<file path="config.mk">
export PLATFORM = sky130hd
export DESIGN_NAME = bpu_top
export DESIGN_NICKNAME = d
export VERILOG_FILES = /design/src/hw/bpu_pkg.sv /design/src/hw/bpu_top.sv /design/src/hw/btb.sv /design/src/hw/gshare.sv /design/src/hw/pc_gen.sv
export SDC_FILE = /design/constraint.sdc
export NUM_CORES = 1
export LEC_CHECK = 0
export BUFFER_PORTS_ARGS = -buffer_cell sky130_fd_sc_hd__buf_2
export CORE_ASPECT_RATIO = 0.6
export CORE_MARGIN = 3
export CORE_UTILIZATION = 30
export DETAILED_ROUTE_END_ITERATION = 10
export HOLD_SLACK_MARGIN = 0.05
export MAX_ROUTING_LAYER = met4
export PLACE_DENSITY = 0.48
export SLEW_MARGIN = 5
export SYNTH_ARGS = -nofsm -noshare
export SYNTH_HDL_FRONTEND = slang
export SYNTH_HIERARCHICAL = 1
export SYNTH_SLANG_ARGS = --single-unit
</file>
<file path="constraint.sdc">
create_clock -name clk_i -period 3.65 [get_ports clk_i]
set_input_delay 0.1825 -clock clk_i [delete_from_list [all_inputs] [get_ports clk_i]]
set_output_delay 0.1825 -clock clk_i [all_outputs]
set_load 0.01 [all_outputs]
</file>
<file path="src/hw/bpu_pkg.sv">
/*
 * Shared definitions for the branch prediction unit
 * PC width, word alignment offset, branch resolution record,
 * BTB entry layout and the fetch record sent out of the unit
 */

package bpu_pkg;

  // --------------------------------------------------
  // Widths
  // --------------------------------------------------

  // PC and branch target width
  localparam int unsigned XLEN = 32;

  // Low PC bits skipped by every table index
  // Instructions are always word aligned
  localparam int unsigned OFFSET = 2;

  // --------------------------------------------------
  // Branch resolution from the execute stage
  // --------------------------------------------------

  // One-cycle strobe, consumed in the cycle it is present
  typedef struct packed {
    logic            valid;
    // Address of the resolved branch
    logic [XLEN-1:0] pc;
    // Actual direction
    logic            taken;
    // Destination when taken
    logic [XLEN-1:0] target;
    // Fetch went the wrong way, redirect the PC
    logic            mispredict;
  } resolution_t;

  // --------------------------------------------------
  // BTB entry
  // --------------------------------------------------

  // Tag holds PC bits above OFFSET
  // The BTB compares only the slice above its index bits
  typedef struct packed {
    logic                   valid;
    logic [XLEN-OFFSET-1:0] tag;
    logic [XLEN-1:0]        target;
  } btb_entry_t;

  // --------------------------------------------------
  // Fetch record towards the instruction fetch
  // --------------------------------------------------

  typedef struct packed {
    // Current fetch address
    logic [XLEN-1:0] pc;
    // Direction and target both agree on a taken branch
    logic            pred_taken;
    // Predicted next fetch address when taken
    logic [XLEN-1:0] pred_target;
  } fetch_t;

endpackage

</file>
<file path="src/hw/bpu_top.sv">
/*
 * Branch prediction unit top level
 * PC generator, gshare direction predictor and BTB
 */

`timescale 1ns/10ps

module bpu_top #(
  parameter int unsigned              HLEN     = 4,
  parameter int unsigned              BTB_BITS = 3,
  parameter logic [bpu_pkg::XLEN-1:0] BOOT_PC  = 32'h0000_0080
) (
  input  logic                 clk_i,
  input  logic                 rst_n_i,
  input  logic                 flush_i,
  input  logic                 fetch_en_i,
  input  bpu_pkg::resolution_t res_i,
  output bpu_pkg::fetch_t      fetch_o
);

  // Lookup address and predictor answers
  logic [bpu_pkg::XLEN-1:0] pc;
  logic                     dir_taken;
  logic                     btb_hit;
  logic [bpu_pkg::XLEN-1:0] btb_target;

  // --------------------------------------------------
  // Fetch PC
  // --------------------------------------------------

  pc_gen #(
    .BOOT_PC (BOOT_PC)
  ) i_pc_gen (
    .clk_i        (clk_i),
    .rst_n_i      (rst_n_i),
    .fetch_en_i   (fetch_en_i),
    .res_i        (res_i),
    .dir_taken_i  (dir_taken),
    .btb_hit_i    (btb_hit),
    .btb_target_i (btb_target),
    .pc_o         (pc),
    .fetch_o      (fetch_o)
  );

  // --------------------------------------------------
  // Predictors
  // --------------------------------------------------

  gshare #(
    .HLEN (HLEN)
  ) i_gshare (
    .clk_i   (clk_i),
    .rst_n_i (rst_n_i),
    .flush_i (flush_i),
    .pc_i    (pc),
    .res_i   (res_i),
    .taken_o (dir_taken)
  );

  btb #(
    .BTB_BITS (BTB_BITS)
  ) i_btb (
    .clk_i    (clk_i),
    .rst_n_i  (rst_n_i),
    .flush_i  (flush_i),
    .pc_i     (pc),
    .res_i    (res_i),
    .hit_o    (btb_hit),
    .target_o (btb_target)
  );

endmodule

</file>
<file path="src/hw/btb.sv">
/*
 * Direct-mapped branch target buffer
 * Valid, tag and target per entry, trained by taken resolutions,
 * combinational lookup from the fetch PC
 */

`timescale 1ns/10ps

module btb #(
  parameter int unsigned BTB_BITS = 3
) (
  input  logic                       clk_i,
  input  logic                       rst_n_i,
  input  logic                       flush_i,
  input  logic [bpu_pkg::XLEN-1:0]   pc_i,
  input  bpu_pkg::resolution_t       res_i,
  output logic                       hit_o,
  output logic [bpu_pkg::XLEN-1:0]   target_o
);

  // --------------------------------------------------
  // Geometry
  // --------------------------------------------------

  localparam int unsigned ROWS = 1 << BTB_BITS;

  // Index sits right above the word offset
  localparam int unsigned IDX_LO = bpu_pkg::OFFSET;
  localparam int unsigned IDX_HI = bpu_pkg::OFFSET + BTB_BITS - 1;

  // Width of the stored tag field
  localparam int unsigned TAG_W = bpu_pkg::XLEN - bpu_pkg::OFFSET;

  // Only the tag bits above the index take part in the compare
  localparam int unsigned CMP_LO = BTB_BITS;

  // --------------------------------------------------
  // Storage and lookup signals
  // --------------------------------------------------

  bpu_pkg::btb_entry_t entry_q [ROWS];
  bpu_pkg::btb_entry_t rd_entry;
  bpu_pkg::btb_entry_t wr_entry;

  logic [BTB_BITS-1:0] rd_idx;
  logic [BTB_BITS-1:0] wr_idx;
  logic                tag_match;

  // --------------------------------------------------
  // Lookup
  // --------------------------------------------------

  assign rd_idx   = pc_i[IDX_HI:IDX_LO];
  assign rd_entry = entry_q[rd_idx];

  // Upper PC bits against the stored tag slice
  assign tag_match = (rd_entry.tag[TAG_W-1:CMP_LO] == pc_i[bpu_pkg::XLEN-1:IDX_HI+1]);

  assign hit_o    = rd_entry.valid & tag_match;
  assign target_o = rd_entry.target;

  // --------------------------------------------------
  // Training
  // --------------------------------------------------

  assign wr_idx = res_i.pc[IDX_HI:IDX_LO];

  // New entry from a resolution
  // Tag carries every PC bit above the offset
  always_comb begin
    wr_entry        = '0;
    wr_entry.valid  = 1'b1;
    wr_entry.tag    = res_i.pc[bpu_pkg::XLEN-1:IDX_LO];
    wr_entry.target = res_i.target;
  end

  always_ff @(posedge clk_i or negedge rst_n_i) begin
    if (!rst_n_i) begin
      for (int i = 0; i < ROWS; i++) begin
        entry_q[i] <= '0;
      end
    end else if (flush_i) begin
      // Drop all entries, tags and targets stay as they are
      for (int i = 0; i < ROWS; i++) begin
        entry_q[i].valid <= 1'b0;
      end
    end else if (res_i.valid && res_i.taken) begin
      // Direct mapped, so an alias in the same row is replaced
      entry_q[wr_idx] <= wr_entry;
    end
    // Not-taken resolutions leave the row untouched
  end

endmodule

</file>
<file path="src/hw/gshare.sv">
/*
 * Gshare direction predictor
 * Global history register, pattern table of 2-bit saturating
 * counters, XOR hash of history and PC for read and write
 */

`timescale 1ns/10ps

module gshare #(
  parameter int unsigned HLEN = 4
) (
  input  logic                       clk_i,
  input  logic                       rst_n_i,
  input  logic                       flush_i,
  input  logic [bpu_pkg::XLEN-1:0]   pc_i,
  input  bpu_pkg::resolution_t       res_i,
  output logic                       taken_o
);

  // --------------------------------------------------
  // Local types and storage
  // --------------------------------------------------

  // Counter states, upper bit gives the direction
  typedef enum logic [1:0] {
    SNT = 2'b00,
    WNT = 2'b01,
    WT  = 2'b10,
    ST  = 2'b11
  } ctr_t;

  // One counter per history/PC hash value
  localparam int unsigned PHT_ROWS = 1 << HLEN;

  ctr_t            pht_q [PHT_ROWS];
  logic [HLEN-1:0] ghr_q;
  logic [HLEN-1:0] rd_idx;
  logic [HLEN-1:0] wr_idx;

  // Saturating step of one counter
  function automatic ctr_t ctr_step(input ctr_t cur, input logic taken);
    ctr_t nxt;
    nxt = cur;
    case (cur)
      SNT: nxt = taken ? WNT : SNT;
      WNT: nxt = taken ? WT  : SNT;
      WT:  nxt = taken ? ST  : WNT;
      ST:  nxt = taken ? ST  : WT;
      default: nxt = SNT;
    endcase
    return nxt;
  endfunction

  // --------------------------------------------------
  // Index hashing
  // --------------------------------------------------

  // Lookup with the fetch PC and the current history
  assign rd_idx = ghr_q ^ pc_i[HLEN+bpu_pkg::OFFSET-1:bpu_pkg::OFFSET];

  // Update uses the history before this cycle's shift
  // so it lands on the counter a lookup of res_i.pc would use
  assign wr_idx = ghr_q ^ res_i.pc[HLEN+bpu_pkg::OFFSET-1:bpu_pkg::OFFSET];

  // --------------------------------------------------
  // Global history register
  // --------------------------------------------------

  always_ff @(posedge clk_i or negedge rst_n_i) begin
    if (!rst_n_i) begin
      ghr_q <= '0;
    end else if (flush_i) begin
      ghr_q <= '0;
    end else if (res_i.valid) begin
      // Newest outcome enters at bit 0
      ghr_q <= {ghr_q[HLEN-2:0], res_i.taken};
    end
  end

  // --------------------------------------------------
  // Pattern history table
  // --------------------------------------------------

  always_ff @(posedge clk_i or negedge rst_n_i) begin
    if (!rst_n_i) begin
      for (int i = 0; i < PHT_ROWS; i++) begin
        pht_q[i] <= SNT;
      end
    end else if (flush_i) begin
      // Flush wins over a resolution in the same cycle
      for (int i = 0; i < PHT_ROWS; i++) begin
        pht_q[i] <= SNT;
      end
    end else if (res_i.valid) begin
      pht_q[wr_idx] <= ctr_step(pht_q[wr_idx], res_i.taken);
    end
  end

  // Predict taken in WT and ST
  assign taken_o = pht_q[rd_idx][1];

endmodule

</file>
<file path="src/hw/pc_gen.sv">
/*
 * Fetch PC generator
 * Fetch PC register, prediction from direction and BTB,
 * next-PC selection with redirect, prediction and sequential step
 */

`timescale 1ns/10ps

module pc_gen #(
  parameter logic [bpu_pkg::XLEN-1:0] BOOT_PC = 32'h0000_0080
) (
  input  logic                       clk_i,
  input  logic                       rst_n_i,
  input  logic                       fetch_en_i,
  input  bpu_pkg::resolution_t       res_i,
  input  logic                       dir_taken_i,
  input  logic                       btb_hit_i,
  input  logic [bpu_pkg::XLEN-1:0]   btb_target_i,
  output logic [bpu_pkg::XLEN-1:0]   pc_o,
  output bpu_pkg::fetch_t            fetch_o
);

  // Uncompressed instructions only
  localparam logic [bpu_pkg::XLEN-1:0] PC_STEP = 4;

  logic [bpu_pkg::XLEN-1:0] pc_q;
  logic [bpu_pkg::XLEN-1:0] pc_d;
  logic [bpu_pkg::XLEN-1:0] seq_pc;
  logic [bpu_pkg::XLEN-1:0] fix_pc;
  logic                     pred_taken;
  logic                     redirect;

  // --------------------------------------------------
  // Prediction
  // --------------------------------------------------

  // Taken needs both a taken counter and a known target
  assign pred_taken = dir_taken_i & btb_hit_i;

  assign seq_pc = pc_q + PC_STEP;

  // --------------------------------------------------
  // Redirect from the execute stage
  // --------------------------------------------------

  assign redirect = res_i.valid & res_i.mispredict;

  // Correct path after a wrong guess
  assign fix_pc = res_i.taken ? res_i.target : (res_i.pc + PC_STEP);

  // --------------------------------------------------
  // Next PC
  // --------------------------------------------------

  always_comb begin
    // Hold by default
    pc_d = pc_q;
    if (redirect) begin
      // Highest priority, fetch enable does not matter
      pc_d = fix_pc;
    end else if (fetch_en_i) begin
      pc_d = pred_taken ? btb_target_i : seq_pc;
    end
  end

  always_ff @(posedge clk_i or negedge rst_n_i) begin
    if (!rst_n_i) begin
      pc_q <= BOOT_PC;
    end else begin
      pc_q <= pc_d;
    end
  end

  // --------------------------------------------------
  // Outputs
  // --------------------------------------------------

  // Lookup address for both predictors
  assign pc_o = pc_q;

  // Outward view of the same cycle
  always_comb begin
    fetch_o.pc          = pc_q;
    fetch_o.pred_taken  = pred_taken;
    fetch_o.pred_target = btb_target_i;
  end

endmodule
</file>
After elaboration in Yosys (flattened, before gate mapping):

Cells that the tools add are included.

* register bits: 572
* word-level logic and storage cells: 111
* input bits: 71
* output and inout bits: 65

* eq/ne operators: 4
* mux-type cells: 39
* bitwise logic cells: 10
* magnitude comparators: 6
* reductions and logical operators: 8
* add/subtract/negate cells: 2

Operators with widths (number)
* $bwmux W504: 1
* $mux W504: 1
* $mux W32: 6
* $bmux W63 S3: 1
* $demux W63 S3: 1
* $mux W63: 3
* $add A32 B3 Y32 const B: 2
* $bwmux W32: 1
* $eq A27 B27 Y1: 1
* $mux W2: 9
* $bmux W2 S4: 2
* $ge A5 B5 Y1 const B: 2
* $mux W1: 10
* $not A4 Y5: 2
* $demux W2 S4: 1
* $ge A4 B4 Y1 const B: 2
* $mux W4: 2
* $not A3 Y4: 2
* $pmux W2 S4: 1
* $xor A4 B4 Y4: 2
* $reduce_bool A2 Y1: 3
* $lt A5 B1 Y1 const B: 1
* $eq A2 B2 Y1 const B: 2
* $lt A4 B1 Y1 const B: 1
* 6 further kinds: 10

Logic depth before layout (Yosys ltp):

Gate-level depths: netlist of the first run.

* depth after elaboration: 12
* mapped depth: 18
* depth with buffers taken out: 13

By module:

The synthesis of the first run kept the hierarchy.

Modules (own cells, without submodules)
* btb: instances 1, sequential area each 12011.5 um2, area an instance 21715.8 um2, cells an instance 1378
* pc_gen: instances 1, sequential area each 802.0 um2, area an instance 3658.5 um2, cells an instance 506
* gshare: instances 1, sequential area each 900.9 um2, area an instance 2745.1 um2, cells an instance 290

Worst setup path before layout of the first run:

No wires, ideal clock.

* path type: register to register
* from: reg i_pc_gen.pc_q (netlist bit i_pc_gen/pc_o[4])
* to: reg i_pc_gen.pc_q (netlist bit i_pc_gen/pc_o[9])
* setup slack: 0.335 ns
* setup time: 0.127 ns
* clock period less this slack: 3.315 ns
* arrival: 3.188 ns
* path buffers: 5
* required time: 3.523 ns
* stages on the path, launching flop included: 17
* cell sequence: dfrtp_1 > buf_4 > buf_4 > buf_2 > clkbuf_1 > mux4_2 > nand2_1 > nand2_1 > xnor2_1 > nand4_1 > nor4_2 > nand2_1 > inv_1 > buf_1 > o21ai_0 > a221oi_1 > nor2_1

* word-level cells in the longest chain between the ends: 10
* elaborated cells between the ends (all ways): 16
* classes of those cells: add/sub (1); eq/ne (1); mux (9); bitwise (5)

Ends and longest elaborated chain
* start: declaration: RTL line pc_gen.sv:26 `logic [bpu_pkg::XLEN-1:0] pc_q;`
* start signal: assignment: RTL line pc_gen.sv:70 `pc_q <= pc_d;`
* $not A3 Y4 (not written as such) (*): RTL line btb.sv:54 `assign rd_entry = entry_q[rd_idx];`
* $bmux W63 S3 (*): RTL line btb.sv:54
* $mux W63 (not written as such) (*) (2 in a row): RTL line btb.sv:54
* $eq A27 B27 Y1: RTL line btb.sv:57 `assign tag_match = (rd_entry.tag[TAG_W-1:CMP_LO] == pc_i[bpu_pkg::XLEN-1:IDX_HI+1]);`
* $and A1 B1 Y1 (*): RTL line btb.sv:59 `assign hit_o = rd_entry.valid & tag_match;`
* net btb_hit: RTL line bpu_top.sv:24 `logic btb_hit;`
* $and A1 B1 Y1 (*): RTL line pc_gen.sv:38 `assign pred_taken = dir_taken_i & btb_hit_i;`
* $mux W32 (*): RTL line pc_gen.sv:62 `pc_d = pred_taken ? btb_target_i : seq_pc;`
* $mux W32 (*): RTL line pc_gen.sv:61 `end else if (fetch_en_i) begin`
* $mux W32 (*): RTL line pc_gen.sv:58 `if (redirect) begin`

The timed path passes the listed nets; every way through them passes the cells marked *. The select of a mux whose other input is x is not followed.
A chain may end at the register's enable or synchronous reset.

==> results of run 1 <==
==> cell type report <==
type	count	area share, %
Antenna cell	6	0.0450
Clock buffer	79	4.85
Clock inverter	21	0.942
Inverter	9	0.109
Multi-Input combinational cell	1404	40.2
Sequential cell	548	41.2
Tap cell	1232	4.62
Timing Repair Buffer	323	8.04
==> layout by cell type, fill, tap and decap left out, drive strengths merged, types with 9 or more instances in the layout <==
cell type    count
and3            28
nand3           49
a21oi           56
nor3            30
o21ai           90
mux4            93
buf            261
xor2            16
dfrtp          547
a22oi           30
nor2            57
dlygate4sd3     60
nor3b           26
a31oi           39
a211oi          13
mux2i           89
nand2           96
nand4           23
inv             12
mux2           511
clkinv           9
clkbuf          80
xnor2           33
==> power breakdown <==
group	internal, mW	switching (mW)
clock	3.58	2.57
sequential	7.16	0.659
combinational	2.48	2.49
==> metrics by stage <==
stage,setup TNS [ps],worst slack [ps],std cells
after CTS,-200,-108,3610
after detailed placement,-1310,-139,3436
after floorplan,0,335,2172
after global routing,-2660,-254,3619
after global placement,-2700,-250,3436
final,-218,-109,3622
==> worst max path at each step <==
stage | end | slack, ps | depth (start not counted)
after floorplan | i_pc_gen/pc_o[9] | 330 | 16
after global placement | i_pc_gen/pc_o[27] | -250 | 16
after detailed placement | i_pc_gen/pc_o[28] | -140 | 15
after CTS | fetch_o[32] | -110 | 13
after global routing | fetch_o[32] | -250 | 14
final | fetch_o[32] | -110 | 13
==> worst max-delay path, delay by kind of cell (launching register included) <==
| kind | cells | cell delay (ps) |
|---|---|---|
| AOI/OAI and AO/OA | 1 | 280 |
| xor gates and xnor gates | 1 | 120 |
| buffers and inverters | 6 | 690 |
| DFF | 1 | 510 |
| muxes | 2 | 620 |
| and+or+nand+nor | 3 | 700 |
==> repair_timing <==
action                                 CTS  global route
cloned                                   2             1
resized for setup                       23            46
setup endpoints to repair               22            31
pin swaps                               11            25
setup buffers                           12             5
endpoints found under the hold margin  521             0
hold buffers                            60             0
==> registers in the layout (all words and copies together) (netlist names) <==
signal	cells
i_gshare/pht_q	32
i_gshare/ghr_q	4
i_pc_gen/pc_o	32
i_btb/entry_q	480
==> layer usage <==
metal / vias to the layer above / share of wire, % / global-route usage [%]
met5: - / 0 / -
met4: 0 / 1.6 / 3.57
met3: 103 / 6.6 / 3.84
met2: 603 / 43 / 27.5
met1: 10200 / 49 / 28.3
li1: 8401 / - / -
==> flow_metrics.py, run 1 <==
metrics = {
    "grt": {
        "antenna_found_initial": 5,
        "grt_pass1_wl_um": 137000,
        "gr-usage-all-layers_pct": 19.2,
        "grt_max_degree": 88,
        "gr-total-overflow": 0,
        "grt_pass1_vias": 19700,
    },
    "placed_design": {
        "io_buffer_count": 135,
        "routabilityCongestion": 0.927,
        "placed_area_um2": 30300,
        "dp_hpwl_um": 62900,
    },
    "die": {
        "die_h_um": 243,
        "initial_core_util_pct": 30.4,
        "die_area_um2": 97500,
        "die_w_um": 401,
        "num_rows": 86,
        "fp.coreArea_um2": 92300,
        "ios": 136,
    },
    "critical_path": {
        "reg2reg_slack_ps": -70,
        "required_ps": 3470,
        "reg2reg_to": "i_pc_gen/pc_o[27]",
        "worstSetupStartpoint": "i_pc_gen/pc_o[3]",
        "path_cells": "buf_6 -> buf_6 -> mux4_2 -> mux2i_4 -> xnor2_2 -> a2111oi_4 -> nand4_1 -> nor4_4 -> buf_4 -> nand2_4 -> inv_4 -> buf_6 -> buf_6",
        "slowest_delay_ps": 510,
        "reg2regPathDepth": 18,
        "cp.arrival_ps": 3580,
        "cp_max_fo": 4,
        "start_kind": "flop",
        "reg2reg_from": "i_pc_gen/pc_o[3]",
        "crit_path_end_kind": "primary output",
        "slowest_stage": "dfrtp_4",
        "criticalPathCategory": "reg -> out",
        "crit_top_cell": "buf_6",
    },
    "cts": {
        "path_clk_slew_ps": 70,
        "cts.path.max_buffers": 3,
        "cts_sinks": 548,
        "root_buffer": "clkbuf_16",
        "insertion_delay_ps": 630,
        "cts_max_level": 2,
        "numCtsBuffers": 54,
        "cts_tree": "yes",
    },
    "route": {
        "antenna_left": 0,
        "wirelength_um": 92700,
        "routedWlPerCell_um": 25.6,
        "vias": 19300,
        "drt-pass1-iter-count": 6,
        "vias_per_cell": 5.34,
        "route.detailed.drc": 0,
        "drt_iter0_markers": 1991,
    },
    "yosys": {
        "syn_nets": 2245,
        "yosysWarningCount": 6,
        "synth_area_um2": 28100,
        "avgSynthCellArea_um2": 12.9,
        "netlist_instances": 2172,
    },
    "run": {
        "drv_cap": 0,
    },
    "finish": {
        "utilization_pct": 36.1,
        "nets": 2413,
        "multiInputGateArea_um2": 13400,
        "layout-drive-gt1-share_pct": 43.4,
        "final_area_um2": 33300,
        "n_fill_cell": 8953,
        "areaGrowthSynthToFinish_pct": 18.7,
        "seq_area_um2": 13700,
    },
    "power_and_ir_drop": {
        "powerDensity_nw_per_um2": 568,
        "power.total_mw": 18.9,
        "peakVddDrop_mv": 0.294,
        "p_leak_nw": 14.6,
    },
    "worst_hold_path": {
        "whs_endpoint": "i_btb/entry_q[100]",
        "hold_path.class": "in -> reg",
        "min_path_cells": 2,
        "hp-start": "res_i[41]",
    },
    "timing": {
        "tightest_slew_ps": 1100,
        "layout_setup_ws_ps": -109,
        "finalCritPeriodShare_pct": 103,
        "worst_clock_skew_ps": 21.2,
        "hold_violations": 0,
        "max_slew_margin_pct": 26.5,
        "slew_violations": 0,
        "setup_violations": 5,
        "finalCriticalPeriod_ps": 3760,
        "rsz0062_at_grt": "yes",
        "fmax_ghz": 0.266,
        "timing.hold.ws_ps": 109,
    },
    "status": {
        "violations": "negative setup slack",
        "status": "finished, violations left",
    },
}
Note: power is estimated with default switching activity, not from simulation.
==> run 2, diff against run 1 <==
==> constraint.sdc (replaced) <==
create_clock -name clk_i -period 4.7 [get_ports clk_i]
set_input_delay 0.235 -clock clk_i [delete_from_list [all_inputs] [get_ports clk_i]]
set_output_delay 0.235 -clock clk_i [all_outputs]
set_load 0.01 [all_outputs]
==> run 2 against run 1 <==
  * Clock power decreased by 29%
  * The flow now finishes without violations
  * Sequential cell count unchanged
  * Final area decreased by 4.6%
==> flow_metrics.py, run 2 (synthesis gave the netlist of run 1 again) <==
metrics = {
    "grt": {
        "grt_max_degree": 147,
        "grt_pass1_vias": 19200,
        "antenna_found_initial": 12,
        "gr-total-overflow": 0,
        "gr-usage-all-layers_pct": 19.0,
        "grt_pass1_wl_um": 135000,
    },
    "route": {
        "met3WireLength_um": 6480,
        "vias": 19000,
        "wl_met1_um": 44900,
        "route.detailed.drc": 0,
        "drt_iter0_markers": 1679,
        "wl_met2_um": 38400,
        "wirelength_um": 91400,
        "routed.top_layer": "met4",
        "vias_per_cell": 5.38,
        "antenna_left": 0,
        "drt-pass1-iter-count": 5,
        "routedWlPerCell_um": 25.9,
    },
    "power_and_ir_drop": {
        "powerDensity_nw_per_um2": 440,
        "comb_power_share_pct": 25.0,
        "p_leak_nw": 13.9,
        "pwr-share-clk_pct": 31.2,
        "switching_share_pct": 30.7,
        "seqPwrFrac_pct": 43.7,
        "peakVddDrop_mv": 0.267,
        "p_int_mw": 9.70,
        "power_switching_mw": 4.31,
    },
    "finish": {
        "largest_reg_flops": 480,
        "areaGrowthSynthToFinish_pct": 13.3,
        "regMostFlops": "i_btb/entry_q",
        "final_cell_count_no_fill": 3525,
        "layout_commonest_cell": "dfrtp_1",
        "layout-drive-gt1-share_pct": 40.3,
        "utilization_pct": 34.5,
        "most-common-layout-cells": "dfrtp_1, mux2_2, buf_2",
        "nets": 2317,
    },
    "timing": {
        "finalCritPeriodShare_pct": 95.0,
        "rsz0062_at_grt": "no",
        "tns_ps": 0,
        "finalCriticalPeriod_ps": 4470,
        "max_slew_margin_pct": 24.9,
        "timing.hold.ws_ps": 98.3,
        "fmax_ghz": 0.224,
        "hold_violations": 0,
        "tightest_slew_ps": 1130,
        "worst_clock_skew_ps": 21.4,
        "slew_violations": 0,
        "setup_violations": 0,
    },
    "die": {
        "die_h_um": 243,
        "initial_core_util_pct": 30.4,
        "ios": 136,
        "die_area_um2": 97500,
        "fp.coreArea_um2": 92300,
        "num_rows": 86,
        "die_w_um": 401,
    },
    "placed_design": {
        "dp_hpwl_um": 60700,
        "dp.cells": 3380,
        "routabilityCongestion": 0.914,
        "io_buffer_count": 135,
    },
    "critical_path": {
        "cp.arrival_ps": 4230,
        "required_ps": 4470,
        "cp_max_fo": 24,
        "reg2regPathDepth": 14,
        "criticalPathCategory": "reg -> out",
        "crit_path_end_kind": "primary output",
        "start_kind": "flop",
    },
    "cts": {
        "cts_sinks": 548,
        "root_buffer": "clkbuf_16",
        "cts.path.max_buffers": 3,
        "insertion_delay_ps": 620,
        "path_clk_slew_ps": 70,
        "cts_max_level": 2,
        "cts_tree": "yes",
        "numCtsBuffers": 53,
    },
    "worst_hold_path": {
        "min_path_cells": 2,
        "hold_path.class": "in -> reg",
    },
    "status": {
        "status": "completed",
    },
    "run": {
        "drv_cap": 0,
    },
}
==> run 2: cell count changes in the layout (fill, tap and decap cells not counted), moves of 10 or more <==
cell,delta
o21ai_0,+11
dlygate4sd3_1,-20
buf_6,-10
buf_12,-17
o21ai_1,-10
buf_4,-43
==> run 2: worst max-delay path, cell delays in order, from the launching register on <==
cell     delay, ps
dfrtp_4        680
buf_4          330
buf_4          280
mux4_2         530
nand2_1         80
nand2_1         90
xnor2_1        340
nand4_1        230
nor4_2         340
nand2_2         90
inv_1           90
buf_4          290
buf_2          230
==> run 2: layout make-up <==
class / instances / area [µm²]
Tap cell: 1232 / 1540
Timing Repair Buffer: 228 / 1570
Sequential cell: 548 / 13700
Antenna cell: 8 / 20.0
Fill cell: 9029 / 60500
Multi-Input combinational cell: 1404 / 13200
Clock buffer: 86 / 1650
Inverter: 9 / 33.8
Clock inverter: 10 / 81.3
==> run 2: power by group through the flow <==
stage,Clock [mW],Sequential [mW],Combinational [mW]
2_1_floorplan,0,5.97,2.52
3_3_place_gp,0,6.17,3.40
3_5_place_dp,0,6.21,3.45
4_1_cts,4.51,6.13,3.49
5_1_grt,4.71,6.22,3.76
6_report,4.38,6.12,3.51
==> run 2: what timing repair did <==
item,4_1_cts,5_1_grt
endpoints found under the hold margin,351,0
hold buffers,40,0
setup buffers,0,1
setup endpoints to repair,0,1
gates resized for setup,0,0
==> run 2: routing by layer <==
layer | track usage, % | vias up
met2 | 26.6 | 613
met4 | 3.86 | 0
met1 | 27.8 | 10000
met3 | 4.42 | 107
li1 | - | 8230
met5 | - | -
==> run 2: final timing paths <==
kind                                         start                 end  slack, ps
max in group asynchronous                  rst_n_i  i_btb/entry_q[148]       3260
worst min-delay path                     res_i[50]  i_btb/entry_q[487]        100
worst max-delay path              i_pc_gen/pc_o[3]         fetch_o[32]        230
worst min register to register  i_btb/entry_q[188]  i_btb/entry_q[188]        480
worst max register to register    i_pc_gen/pc_o[3]   i_pc_gen/pc_o[26]        520
min in group asynchronous                  rst_n_i  i_gshare/pht_q[19]        150
==> run 2: metrics by stage <==
step	power, mW	cell area, µm²	setup slack [ps]
after global placement	9.57	29600	335
final	14.0	31800	234
after CTS	14.1	31800	53.6
after detailed placement	9.66	29600	444
after floorplan	8.49	28100	1380
after global routing	14.7	31800	7.81
